==> src/design/exec_pkg.sv <==
`default_nettype none

////////////////////////////////////////////////////////////
// shared widths, reset value and opcode map
////////////////////////////////////////////////////////////

package exec_pkg;

    localparam int data_width = 32;        // operand / result width
    localparam int addr_width = 16;        // pc, immediate, branch target

    localparam logic [addr_width-1:0] pc_reset = 16'h0000;  // pc after reset

    // 6-bit opcode field of the instruction word
    // top bit clear -> arithmetic, top bit set -> branch group
    typedef enum logic [5:0]
    {
        // arithmetic and logic
        op_add  = 6'b000000,    // rs + rt
        op_sub  = 6'b000001,    // rs - rt
        op_and  = 6'b000010,
        op_or   = 6'b000011,
        op_xor  = 6'b000100,
        op_shl  = 6'b000101,    // shift left by rt[4:0]
        op_shr  = 6'b000110,    // logical shift right by rt[4:0]

        // unconditional transfers
        op_jmp  = 6'b100000,    // pc + imm
        op_jr   = 6'b100001,    // pc <= rs[15:0]

        // conditional on held flags
        op_bz   = 6'b100010,    // zero set
        op_bnz  = 6'b100011,    // zero clear
        op_bc   = 6'b100100,    // carry / borrow set
        op_bnc  = 6'b100101,
        op_bs   = 6'b100110,    // negative result
        op_bns  = 6'b100111,    // non-negative result
        op_bo   = 6'b101000,    // signed overflow
        op_bno  = 6'b101001,

        // subroutine linkage
        op_call = 6'b101010,    // pc + imm, link = old pc + 1
        op_ret  = 6'b101011     // pc <= rs[15:0], rs holds the link
    } opcode_t;

    // any encoding not listed is treated as a no-op:
    // no result, no flag update, pc just advances

endpackage

`default_nettype wire

==> src/design/alu_core.sv <==
`timescale 1ns/1ns
`default_nettype none

module alu_core (
    input  logic                              clk,
    input  logic                              rst,
    input  logic                              valid,
    input  exec_pkg::opcode_t                 opcode,
    input  logic [exec_pkg::data_width-1:0]   rs,
    input  logic [exec_pkg::data_width-1:0]   rt,
    output logic [exec_pkg::data_width-1:0]   result,
    output logic                              result_valid,
    output logic                              next_z,
    output logic                              next_c,
    output logic                              next_s,
    output logic                              next_o,
    output logic                              alu_op
);

    import exec_pkg::*;

    logic [data_width:0]   sum_ext;     // carry in top bit
    logic [data_width:0]   diff_ext;    // borrow in top bit
    logic [data_width-1:0] res_c;
    logic                  arith;       // opcode is in the arithmetic group
    logic                  carry_c;
    logic                  ovf_c;

    ////////////////////////////////////////////////////////////
    // datapath
    ////////////////////////////////////////////////////////////

    assign sum_ext  = {1'b0, rs} + {1'b0, rt};
    assign diff_ext = {1'b0, rs} - {1'b0, rt};

    always_comb
    begin
        res_c   = '0;
        carry_c = 1'b0;     // only add / sub produce carry
        ovf_c   = 1'b0;     // only add / sub produce overflow
        arith   = 1'b1;
        case (opcode)
            op_add:
            begin
                res_c   = sum_ext[data_width-1:0];
                carry_c = sum_ext[data_width];
                // same operand signs, result sign differs
                ovf_c   = (rs[data_width-1] == rt[data_width-1]) &&
                          (res_c[data_width-1] != rs[data_width-1]);
            end
            op_sub:
            begin
                res_c   = diff_ext[data_width-1:0];
                carry_c = diff_ext[data_width];     // borrow out
                // opposite operand signs, result sign flips from rs
                ovf_c   = (rs[data_width-1] != rt[data_width-1]) &&
                          (res_c[data_width-1] != rs[data_width-1]);
            end
            op_and:  res_c = rs & rt;
            op_or:   res_c = rs | rt;
            op_xor:  res_c = rs ^ rt;
            op_shl:  res_c = rs << rt[$clog2(data_width)-1:0];
            op_shr:  res_c = rs >> rt[$clog2(data_width)-1:0];   // zero fill
            default: arith = 1'b0;      // branch or no-op
        endcase
    end

    // flag candidates, latched by the branch unit
    assign next_z = (res_c == '0);
    assign next_s = res_c[data_width-1];
    assign next_c = carry_c;
    assign next_o = ovf_c;

    assign alu_op = valid && arith;

    ////////////////////////////////////////////////////////////
    // output register
    ////////////////////////////////////////////////////////////

    always_ff @(posedge clk or posedge rst)
    begin
        if (rst)
        begin
            result       <= '0;
            result_valid <= 1'b0;
        end
        else
        begin
            result_valid <= alu_op;     // one-cycle pulse per instruction
            if (alu_op)
                result <= res_c;        // holds last result otherwise
        end
    end

    // no stray result pulses from branches or idle cycles
    a_no_spurious_result: assert property (
        @(posedge clk) disable iff (rst)
        result_valid |-> $past(valid) && !$past(opcode[$bits(opcode)-1])
    );

endmodule

`default_nettype wire

==> src/design/branch_unit.sv <==
`timescale 1ns/1ns
`default_nettype none

module branch_unit (
    input  logic              clk,
    input  logic              rst,
    input  logic              valid,
    input  exec_pkg::opcode_t opcode,
    input  logic              alu_op,
    input  logic              next_z,
    input  logic              next_c,
    input  logic              next_s,
    input  logic              next_o,
    output logic              z_flag,
    output logic              c_flag,
    output logic              s_flag,
    output logic              o_flag,
    output logic              take,
    output logic              use_reg_target,
    output logic              is_call
);

    import exec_pkg::*;

    logic cond;     // branch condition met, before valid

    ////////////////////////////////////////////////////////////
    // flag registers
    ////////////////////////////////////////////////////////////

    // loaded only by arithmetic ops, branches and idles leave them alone
    always_ff @(posedge clk or posedge rst)
    begin
        if (rst)
        begin
            z_flag <= 1'b0;
            c_flag <= 1'b0;
            s_flag <= 1'b0;
            o_flag <= 1'b0;
        end
        else if (alu_op)
        begin
            z_flag <= next_z;
            c_flag <= next_c;
            s_flag <= next_s;
            o_flag <= next_o;
        end
    end

    ////////////////////////////////////////////////////////////
    // condition decode against held flags
    ////////////////////////////////////////////////////////////

    always_comb
    begin
        cond           = 1'b0;
        use_reg_target = 1'b0;
        is_call        = 1'b0;
        case (opcode)
            op_jmp:  cond = 1'b1;
            op_jr:
            begin
                cond           = 1'b1;
                use_reg_target = 1'b1;  // target from rs
            end
            op_bz:   cond = z_flag;
            op_bnz:  cond = !z_flag;
            op_bc:   cond = c_flag;
            op_bnc:  cond = !c_flag;
            op_bs:   cond = s_flag;
            op_bns:  cond = !s_flag;
            op_bo:   cond = o_flag;
            op_bno:  cond = !o_flag;
            op_call:
            begin
                cond    = 1'b1;
                is_call = 1'b1;         // link written downstream
            end
            op_ret:
            begin
                cond           = 1'b1;
                use_reg_target = 1'b1;  // rs carries the saved link
            end
            default: cond = 1'b0;       // arithmetic and no-ops never branch
        endcase
    end

    assign take = valid && cond;

    // alu_op comes from the alu, take from the decode here
    a_take_not_arith: assert property (
        @(posedge clk) disable iff (rst)
        !(take && alu_op)
    );

endmodule

`default_nettype wire

==> src/design/exec_unit.sv <==
`timescale 1ns/1ns
`default_nettype none

module exec_unit (
    input  logic                              clk,
    input  logic                              rst,
    input  logic                              valid,
    input  exec_pkg::opcode_t                 opcode,
    input  logic [exec_pkg::data_width-1:0]   rs,
    input  logic [exec_pkg::data_width-1:0]   rt,
    input  logic [exec_pkg::addr_width-1:0]   imm,
    output logic [exec_pkg::data_width-1:0]   result,
    output logic                              result_valid,
    output logic                              z_flag,
    output logic                              c_flag,
    output logic                              s_flag,
    output logic                              o_flag,
    output logic [exec_pkg::addr_width-1:0]   pc,
    output logic                              branch_taken,
    output logic [exec_pkg::addr_width-1:0]   link_addr,
    output logic                              link_valid
);

    // alu -> branch unit, flag candidates and load strobe
    logic next_z;
    logic next_c;
    logic next_s;
    logic next_o;
    logic alu_op;

    // branch unit -> pc select
    logic take;
    logic use_reg_target;
    logic is_call;

    ////////////////////////////////////////////////////////////
    // arithmetic unit
    ////////////////////////////////////////////////////////////

    alu_core alu_core_inst (
        .clk          (clk),
        .rst          (rst),
        .valid        (valid),
        .opcode       (opcode),
        .rs           (rs),
        .rt           (rt),
        .result       (result),
        .result_valid (result_valid),
        .next_z       (next_z),
        .next_c       (next_c),
        .next_s       (next_s),
        .next_o       (next_o),
        .alu_op       (alu_op)
    );

    ////////////////////////////////////////////////////////////
    // flag hold + branch decision
    ////////////////////////////////////////////////////////////

    branch_unit branch_unit_inst (
        .clk            (clk),
        .rst            (rst),
        .valid          (valid),
        .opcode         (opcode),
        .alu_op         (alu_op),
        .next_z         (next_z),
        .next_c         (next_c),
        .next_s         (next_s),
        .next_o         (next_o),
        .z_flag         (z_flag),
        .c_flag         (c_flag),
        .s_flag         (s_flag),
        .o_flag         (o_flag),
        .take           (take),
        .use_reg_target (use_reg_target),
        .is_call        (is_call)
    );

    // program counter and call link
    next_pc_select next_pc_select_inst (
        .clk            (clk),
        .rst            (rst),
        .valid          (valid),
        .take           (take),
        .use_reg_target (use_reg_target),
        .is_call        (is_call),
        .rs             (rs),
        .imm            (imm),
        .pc             (pc),
        .branch_taken   (branch_taken),
        .link_addr      (link_addr),
        .link_valid     (link_valid)
    );

endmodule

`default_nettype wire

==> src/design/next_pc_select.sv <==
`timescale 1ns/1ns
`default_nettype none

module next_pc_select (
    input  logic                              clk,
    input  logic                              rst,
    input  logic                              valid,
    input  logic                              take,
    input  logic                              use_reg_target,
    input  logic                              is_call,
    input  logic [exec_pkg::data_width-1:0]   rs,
    input  logic [exec_pkg::addr_width-1:0]   imm,
    output logic [exec_pkg::addr_width-1:0]   pc,
    output logic                              branch_taken,
    output logic [exec_pkg::addr_width-1:0]   link_addr,
    output logic                              link_valid
);

    import exec_pkg::*;

    logic [addr_width-1:0] pc_next;     // pc after the current instruction
    logic [addr_width-1:0] pc_inc;      // fall-through, doubles as call link

    assign pc_inc = pc + addr_width'(1);

    ////////////////////////////////////////////////////////////
    // next pc choice
    ////////////////////////////////////////////////////////////

    always_comb
    begin
        if (take && use_reg_target)
            pc_next = rs[addr_width-1:0];   // jr / ret
        else if (take)
            pc_next = pc + imm;             // relative, wraps at 16 bits
        else
            pc_next = pc_inc;               // untaken branch, arithmetic, no-op
    end

    ////////////////////////////////////////////////////////////
    // pc, branch pulse and call link
    ////////////////////////////////////////////////////////////

    always_ff @(posedge clk or posedge rst)
    begin
        if (rst)
        begin
            pc           <= pc_reset;
            branch_taken <= 1'b0;
            link_addr    <= '0;
            link_valid   <= 1'b0;
        end
        else
        begin
            branch_taken <= take;           // take already includes valid
            link_valid   <= take && is_call;
            if (valid)
                pc <= pc_next;              // idle cycles hold pc
            if (take && is_call)
                link_addr <= pc_inc;        // return lands after the call
        end
    end

    // a call is always a taken, imm-relative transfer
    a_link_implies_taken: assert property (
        @(posedge clk) disable iff (rst)
        link_valid |-> branch_taken && (pc == $past(pc) + $past(imm))
    );

endmodule

`default_nettype wire

==> config.mk <==
export PLATFORM = sky130hd
export DESIGN_NAME = exec_unit
export DESIGN_NICKNAME = d
export VERILOG_FILES = /design/src/design/exec_pkg.sv /design/src/design/alu_core.sv /design/src/design/branch_unit.sv /design/src/design/exec_unit.sv /design/src/design/next_pc_select.sv
export SDC_FILE = /design/constraint.sdc
export NUM_CORES = 1
export LEC_CHECK = 0
export BUFFER_PORTS_ARGS = -buffer_cell sky130_fd_sc_hd__buf_2
export CAP_MARGIN = 25
export CORE_MARGIN = 4
export CORE_UTILIZATION = 56
export DETAILED_ROUTE_END_ITERATION = 6
export GPL_ROUTABILITY_DRIVEN = 0
export PLACE_DENSITY = 0.8
export SYNTH_ARGS = -nofsm -noshare
export SYNTH_HDL_FRONTEND = slang
export SYNTH_SLANG_ARGS = --single-unit
==> constraint.sdc <==
create_clock -name clk -period 2.6 [get_ports clk]
set_input_delay 0 -clock clk [delete_from_list [all_inputs] [get_ports clk]]
set_output_delay 0 -clock clk [all_outputs]
set_load 0.05 [all_outputs]
==> impl_metrics.py, run 1 <==
metrics = {
    "global_routing": {
        "grt_pass1_wl_mm": 151,
        "grt_pass1_vias": 24800,
        "gr-total-overflow": 156,
        "grt_max_degree": 57,
        "grtUsageTotal_pct": 74.4,
    },
    "status": {
        "outcome": "aborted with a tool error",
        "firstError": "[ERROR GRT-0116] Global routing finished with congestion. Check the congestion regions in the DRC Viewer.",
        "lastStage": "global routing (5_1_grt)",
    },
    "synthesis": {
        "synth_top_area_share_pct": 13.0,
        "ys.flop_type": "dfrtp_1",
        "syn_area_per_cell_um2": 7.46,
        "ys_ff_latch": 70,
        "synth.largest_area_cell": "dfrtp_1",
        "synth_fa_ha_area_share_pct": 11.8,
        "syn-instance-count": 1802,
        "async_flop_share_pct": 100,
        "synth_compound_gate_area_share_pct": 29.3,
        "synth_nets": 2016,
        "synth_sequential_area_ratio_pct": 13.0,
        "synth_cell_types": 84,
        "yosys_warnings": 0,
        "synth-simple-area-share_pct": 21.3,
        "synthMuxAreaShare_pct": 14.9,
        "synth_edf_count": 0,
        "synth_area_leaders": "dfrtp_1 13%, ha_1 11%, mux4_2 6.9%, nand2_1 5.4%, mux2i_1 4.9%",
        "synth_xor_area_share_pct": 2.02,
        "synth_area_um2": 13400,
        "synth_top_family_by_area": "compound AO/OA/AOI/OAI gates",
    },
    "place": {
        "dp_hpwl_mm": 55.8,
        "io_buffers": 159,
        "postPlaceCellArea_um2": 19000,
        "preCtsSetupSlack_ns": -1.38,
        "place_inst": 2744,
    },
    "floorplan": {
        "start_util_pct": 57.1,
        "die_width_um": 163,
        "fp-row-count": 56,
        "die-height_um": 163,
        "ios": 160,
    },
    "clocking": {
        "htreeDepth": 3,
        "cts-root-buf": "clkbuf_16",
        "cts_sinks": 70,
        "numCtsBuffers": 9,
        "cts_max_path_buffers": 2,
    },
}
[timing repair]
| item | 4_1_cts |
|---|---|
| hold endpoints to repair | 38 |
| setup buffers | 29 |
| pin swaps | 78 |
| cloned | 2 |
| endpoints found under the setup margin | 28 |
| hold buffers | 1 |
| resized for setup | 168 |
[per-layer routing]
metal | GRT overflow | global-route usage, %
met1 | 3 | 73.5
met2 | 90 | 89.2
met3 | 3 | 61.8
met4 | 59 | 74.3
met5 | 1 | 31.8
[metrics by stage]
| stage | setup TNS, ns | util [%] |
|---|---|---|
| after CTS | -2.88 | 86.3 |
| after floorplan | -3.06 | - |
| after global placement | -12.53 | 80.7 |
| after detailed placement | -15.80 | 80.7 |
[cells by family after synthesis]
kind of cell / Yosys count
AOI/OAI and AO/OA: 568
xor gates and xnor gates: 31
adders and majority gates: 125
buffers and inverters: 254
DFF: 70
muxes: 142
and+or+nand+nor: 612
[synth_stat cells, drive strengths merged (12+ instances only)]
| cell | count |
|---|---|
| o21bai | 13 |
| and2 | 12 |
| nor3 | 50 |
| xor2 | 16 |
| or3 | 14 |
| mux2i | 67 |
| a211o | 14 |
| o211ai | 28 |
| o22ai | 21 |
| a31oi | 18 |
| and3 | 23 |
| o31ai | 21 |
| nand2 | 194 |
| xnor2 | 15 |
| buf | 37 |
| clkbuf | 96 |
| o21ai | 119 |
| nand3 | 50 |
| nor2 | 167 |
| nor4 | 14 |
| a21o | 19 |
| nand4 | 13 |
| mux4 | 41 |
| a221oi | 32 |
| dfrtp | 70 |
| a211oi | 34 |
| nand2b | 17 |
| inv | 120 |
| ha | 122 |
| a221o | 16 |
| o221ai | 14 |
| nor2b | 17 |
| a21oi | 108 |
| mux2 | 34 |
==> run 2, diff against run 1 <==
- CORE_UTILIZATION: 56 -> 40
- PLACE_DENSITY: 0.8 -> not set
- PLACE_DENSITY_LB_ADDON: not set -> 0.15
- clock period: 2.6 -> 3.4 ns (I/O delays scaled with it)
==> run 2 against run 1 <==
Net effect: the flow now finishes, with violations (DRC, setup timing); area after synthesis unchanged; synthesized cell count unchanged.
==> impl_metrics.py, run 2 <==
metrics = {
    "status": {
        "outcome": "finished with violations",
        "violations": "DRC, setup timing",
    },
    "route": {
        "final_antenna_net_count": 0,
        "vias": 17300,
        "viasPerCell": 6.28,
        "dr.pass1.iters": 7,
        "totalWireLength_mm": 65.7,
        "wl_per_cell_um": 23.9,
        "drtIter0Drc": 2542,
        "drc": 4,
    },
    "synthesis": {
        "synth_xor_area_share_pct": 2.02,
        "synth.most_common_cell": "nand2_1",
        "synthTopCellsByCount": "194 x nand2_1, 167 x nor2_1, 122 x ha_1",
        "synth_sequential_area_ratio_pct": 13.0,
        "synth_nets": 2016,
        "async_flop_share_pct": 100,
        "ys.flop_type": "dfrtp_1",
        "synth_top_area_share_pct": 13.0,
        "synth_area_leaders": "dfrtp_1 13%, ha_1 11%, mux4_2 6.9%, nand2_1 5.4%, mux2i_1 4.9%",
        "synth-simple-area-share_pct": 21.3,
        "synth_edf_count": 0,
        "synthMuxAreaShare_pct": 14.9,
        "synth.largest_area_cell": "dfrtp_1",
        "synth_compound_gate_area_share_pct": 29.3,
        "synth_area_um2": 13400,
        "synth_top_family_by_area": "compound AO/OA/AOI/OAI gates",
        "syn_area_per_cell_um2": 7.46,
        "yosys_warnings": 0,
        "synth_fa_ha_area_share_pct": 11.8,
        "syn-instance-count": 1802,
        "ys_ff_latch": 70,
        "synth_cell_types": 84,
    },
    "floorplan": {
        "fp-row-count": 66,
        "die_area_um2": 36600,
        "start_util_pct": 40.9,
        "ios": 160,
        "die_width_um": 191,
        "die-height_um": 191,
        "core_area_um2": 32900,
    },
    "clocking": {
        "clk_latency_ns": 0.36,
        "htreeDepth": 3,
        "cts_tree": "built",
        "cts-root-buf": "clkbuf_16",
        "cts_sinks": 70,
        "numCtsBuffers": 9,
        "clk_pin_slew_ns": 0.07,
        "cts_max_path_buffers": 2,
    },
    "place": {
        "preCtsSetupSlack_ns": -0.701,
        "dp_hpwl_mm": 53.3,
        "io_buffers": 159,
    },
    "sta": {
        "hold_viol_final": 0,
        "skew_ns": 0.0118,
        "slew_headroom_pct": 34.5,
        "worst_slack_ns": -0.0552,
        "drv_slew": 0,
        "worst_slew_pin_slew_ns": 0.980,
        "rsz0062_at_grt": "true",
        "max_freq_mhz": 289,
        "layout_min_cycle_time_ns": 3.46,
        "setup_viol": 1,
        "fin_setup_tns_ns": -0.0552,
        "whs_ns": 0.114,
        "finalCritPeriodShare_pct": 102,
    },
    "layout": {
        "layout.nets": 2511,
        "final_cell_mix": "439 x buf_4, 194 x nand2_1, 164 x nor2_1",
        "drive_gt1_share_pct": 34.1,
        "largestRegisters": "alu_core_inst.result: 32 flops, next_pc_select_inst.link_addr: 16 flops, next_pc_select_inst.pc: 16 flops",
        "seq_area_um2": 1750,
        "largest_register_ffs": 32,
        "multi_input_area_um2": 11000,
        "syn2layout_area_growth_pct": 37.7,
        "final_common_cell": "buf_4",
        "top_register": "alu_core_inst.result",
        "fillCellCount": 3203,
    },
    "worst_setup_path": {
        "arrival_ns": 3.73,
        "crit_fanout": 3,
        "critPathBufInv": 4,
        "crit_chain": "buf_2, inv_1, ha_1, or2_2, or3_1, a21oi_2, buf_4, nor3_1, buf_4, o21ai_1, a221oi_1, nand2_1, and4b_1, a41o_1, nand4_1, o31ai_4",
        "cpPeakStageDelay_ns": 0.41,
        "cp-start-kind": "input port",
        "critPathKind": "in -> reg",
        "cp_common_cell": "buf_4",
        "endpoint_kind": "register",
        "cpLargestDelayFamily": "compound AO/OA/AOI/OAI gates",
        "crit_required_ns": 3.68,
        "cpMaxStageDelayCell": "or3_1",
    },
    "global_routing": {
        "antenna_found_initial": 6,
        "met2_usage_pct": 53.4,
        "grtUsageTotal_pct": 34.4,
        "grt_pass1_wl_mm": 97.1,
        "grtUsageMet3_pct": 8.20,
        "grt_max_degree": 44,
        "grt_pass1_vias": 16100,
        "gr-usage-met1_pct": 45.7,
        "gr-total-overflow": 0,
        "grt_busiest_layer": "met2",
    },
    "pwr": {
        "peakVddDrop_uv": 508,
        "p_total_w": 0.00678,
        "power_density_nw_per_um2": 366,
        "p_leak_nw": 8.81,
    },
    "worst_hold_path": {
        "worst_hold_path_type": "in -> reg",
    },
    "job": {
        "max-cap-violations": 0,
    },
}
==> run 2: timing repair <==
item,4_1_cts,5_1_grt
setup endpoints to repair,4,5
resized for setup,22,49
hold endpoints to repair,42,0
hold buffers,1,0
cloned,1,1
pin swaps,5,12
buffers inserted,2,1
==> run 2: kinds of logic after synthesis <==
group | count (synthesis)
buffers and inverters | 254
AOI/OAI and AO/OA | 568
xor gates and xnor gates | 31
DFF | 70
muxes | 142
and+or+nand+nor | 612
adders and majority gates | 125
==> run 2: per-stage QoR <==
step	instance area [µm²]	util, %	std cells
after global placement	17800	54.1	2722
final	18500	56.3	2746
after CTS	18300	55.5	2741
after floorplan	13600	-	1802
after detailed placement	17800	54.1	2722
after global routing	18500	56.3	2743
==> run 2: area by class of cell <==
type	count	share of cell area [%]
Tap cell	442	2.99
Antenna cell	3	0.0405
Timing Repair Buffer	617	23.8
Multi-Input combinational cell	1478	59.4
Clock buffer	12	1.33
Clock inverter	3	0.372
Inverter	121	2.53
Sequential cell	70	9.46
==> run 2: report_power, final <==
group          switching (W)  leakage, nW  internal, W
Combinational        0.00275         7.77      0.00170
Clock               0.000397        0.153     0.000661
Sequential          0.000224        0.886      0.00104
Total                0.00337         8.81      0.00340
==> run 2: tightest hold or removal path, stage by stage <==
cell and delay (ns):
buf_2 0.09, buf_4 0.24, a21oi_1 0.09
==> run 2: layer usage <==
layer	vias up	wire length (µm)	part of all wire [%]
li1	7712	-	-
met1	8121	26200	40
met2	1184	28500	43
met3	235	7310	11
met4	6	3640	5.5
met5	-	42	0.064
==> run 2: path summary, 6_finish.rpt <==
check / startpoint / slack, ns / to / cells after the start
max: rs[11] / -0.06 / branch_unit_inst.z_flag / 16
min: valid / 0.11 / next_pc_select_inst.pc[9] / 3
max reg2reg: next_pc_select_inst.pc[1] / 0.26 / next_pc_select_inst.pc[15] / 14
min reg2reg: alu_core_inst.result[10] / 0.47 / alu_core_inst.result[10] / 2
max in group asynchronous: rst / 2.18 / next_pc_select_inst.link_addr[13] / 4
min in group asynchronous: rst / 0.34 / branch_unit_inst.o_flag / 3
Power figures use the tool's default switching activity.
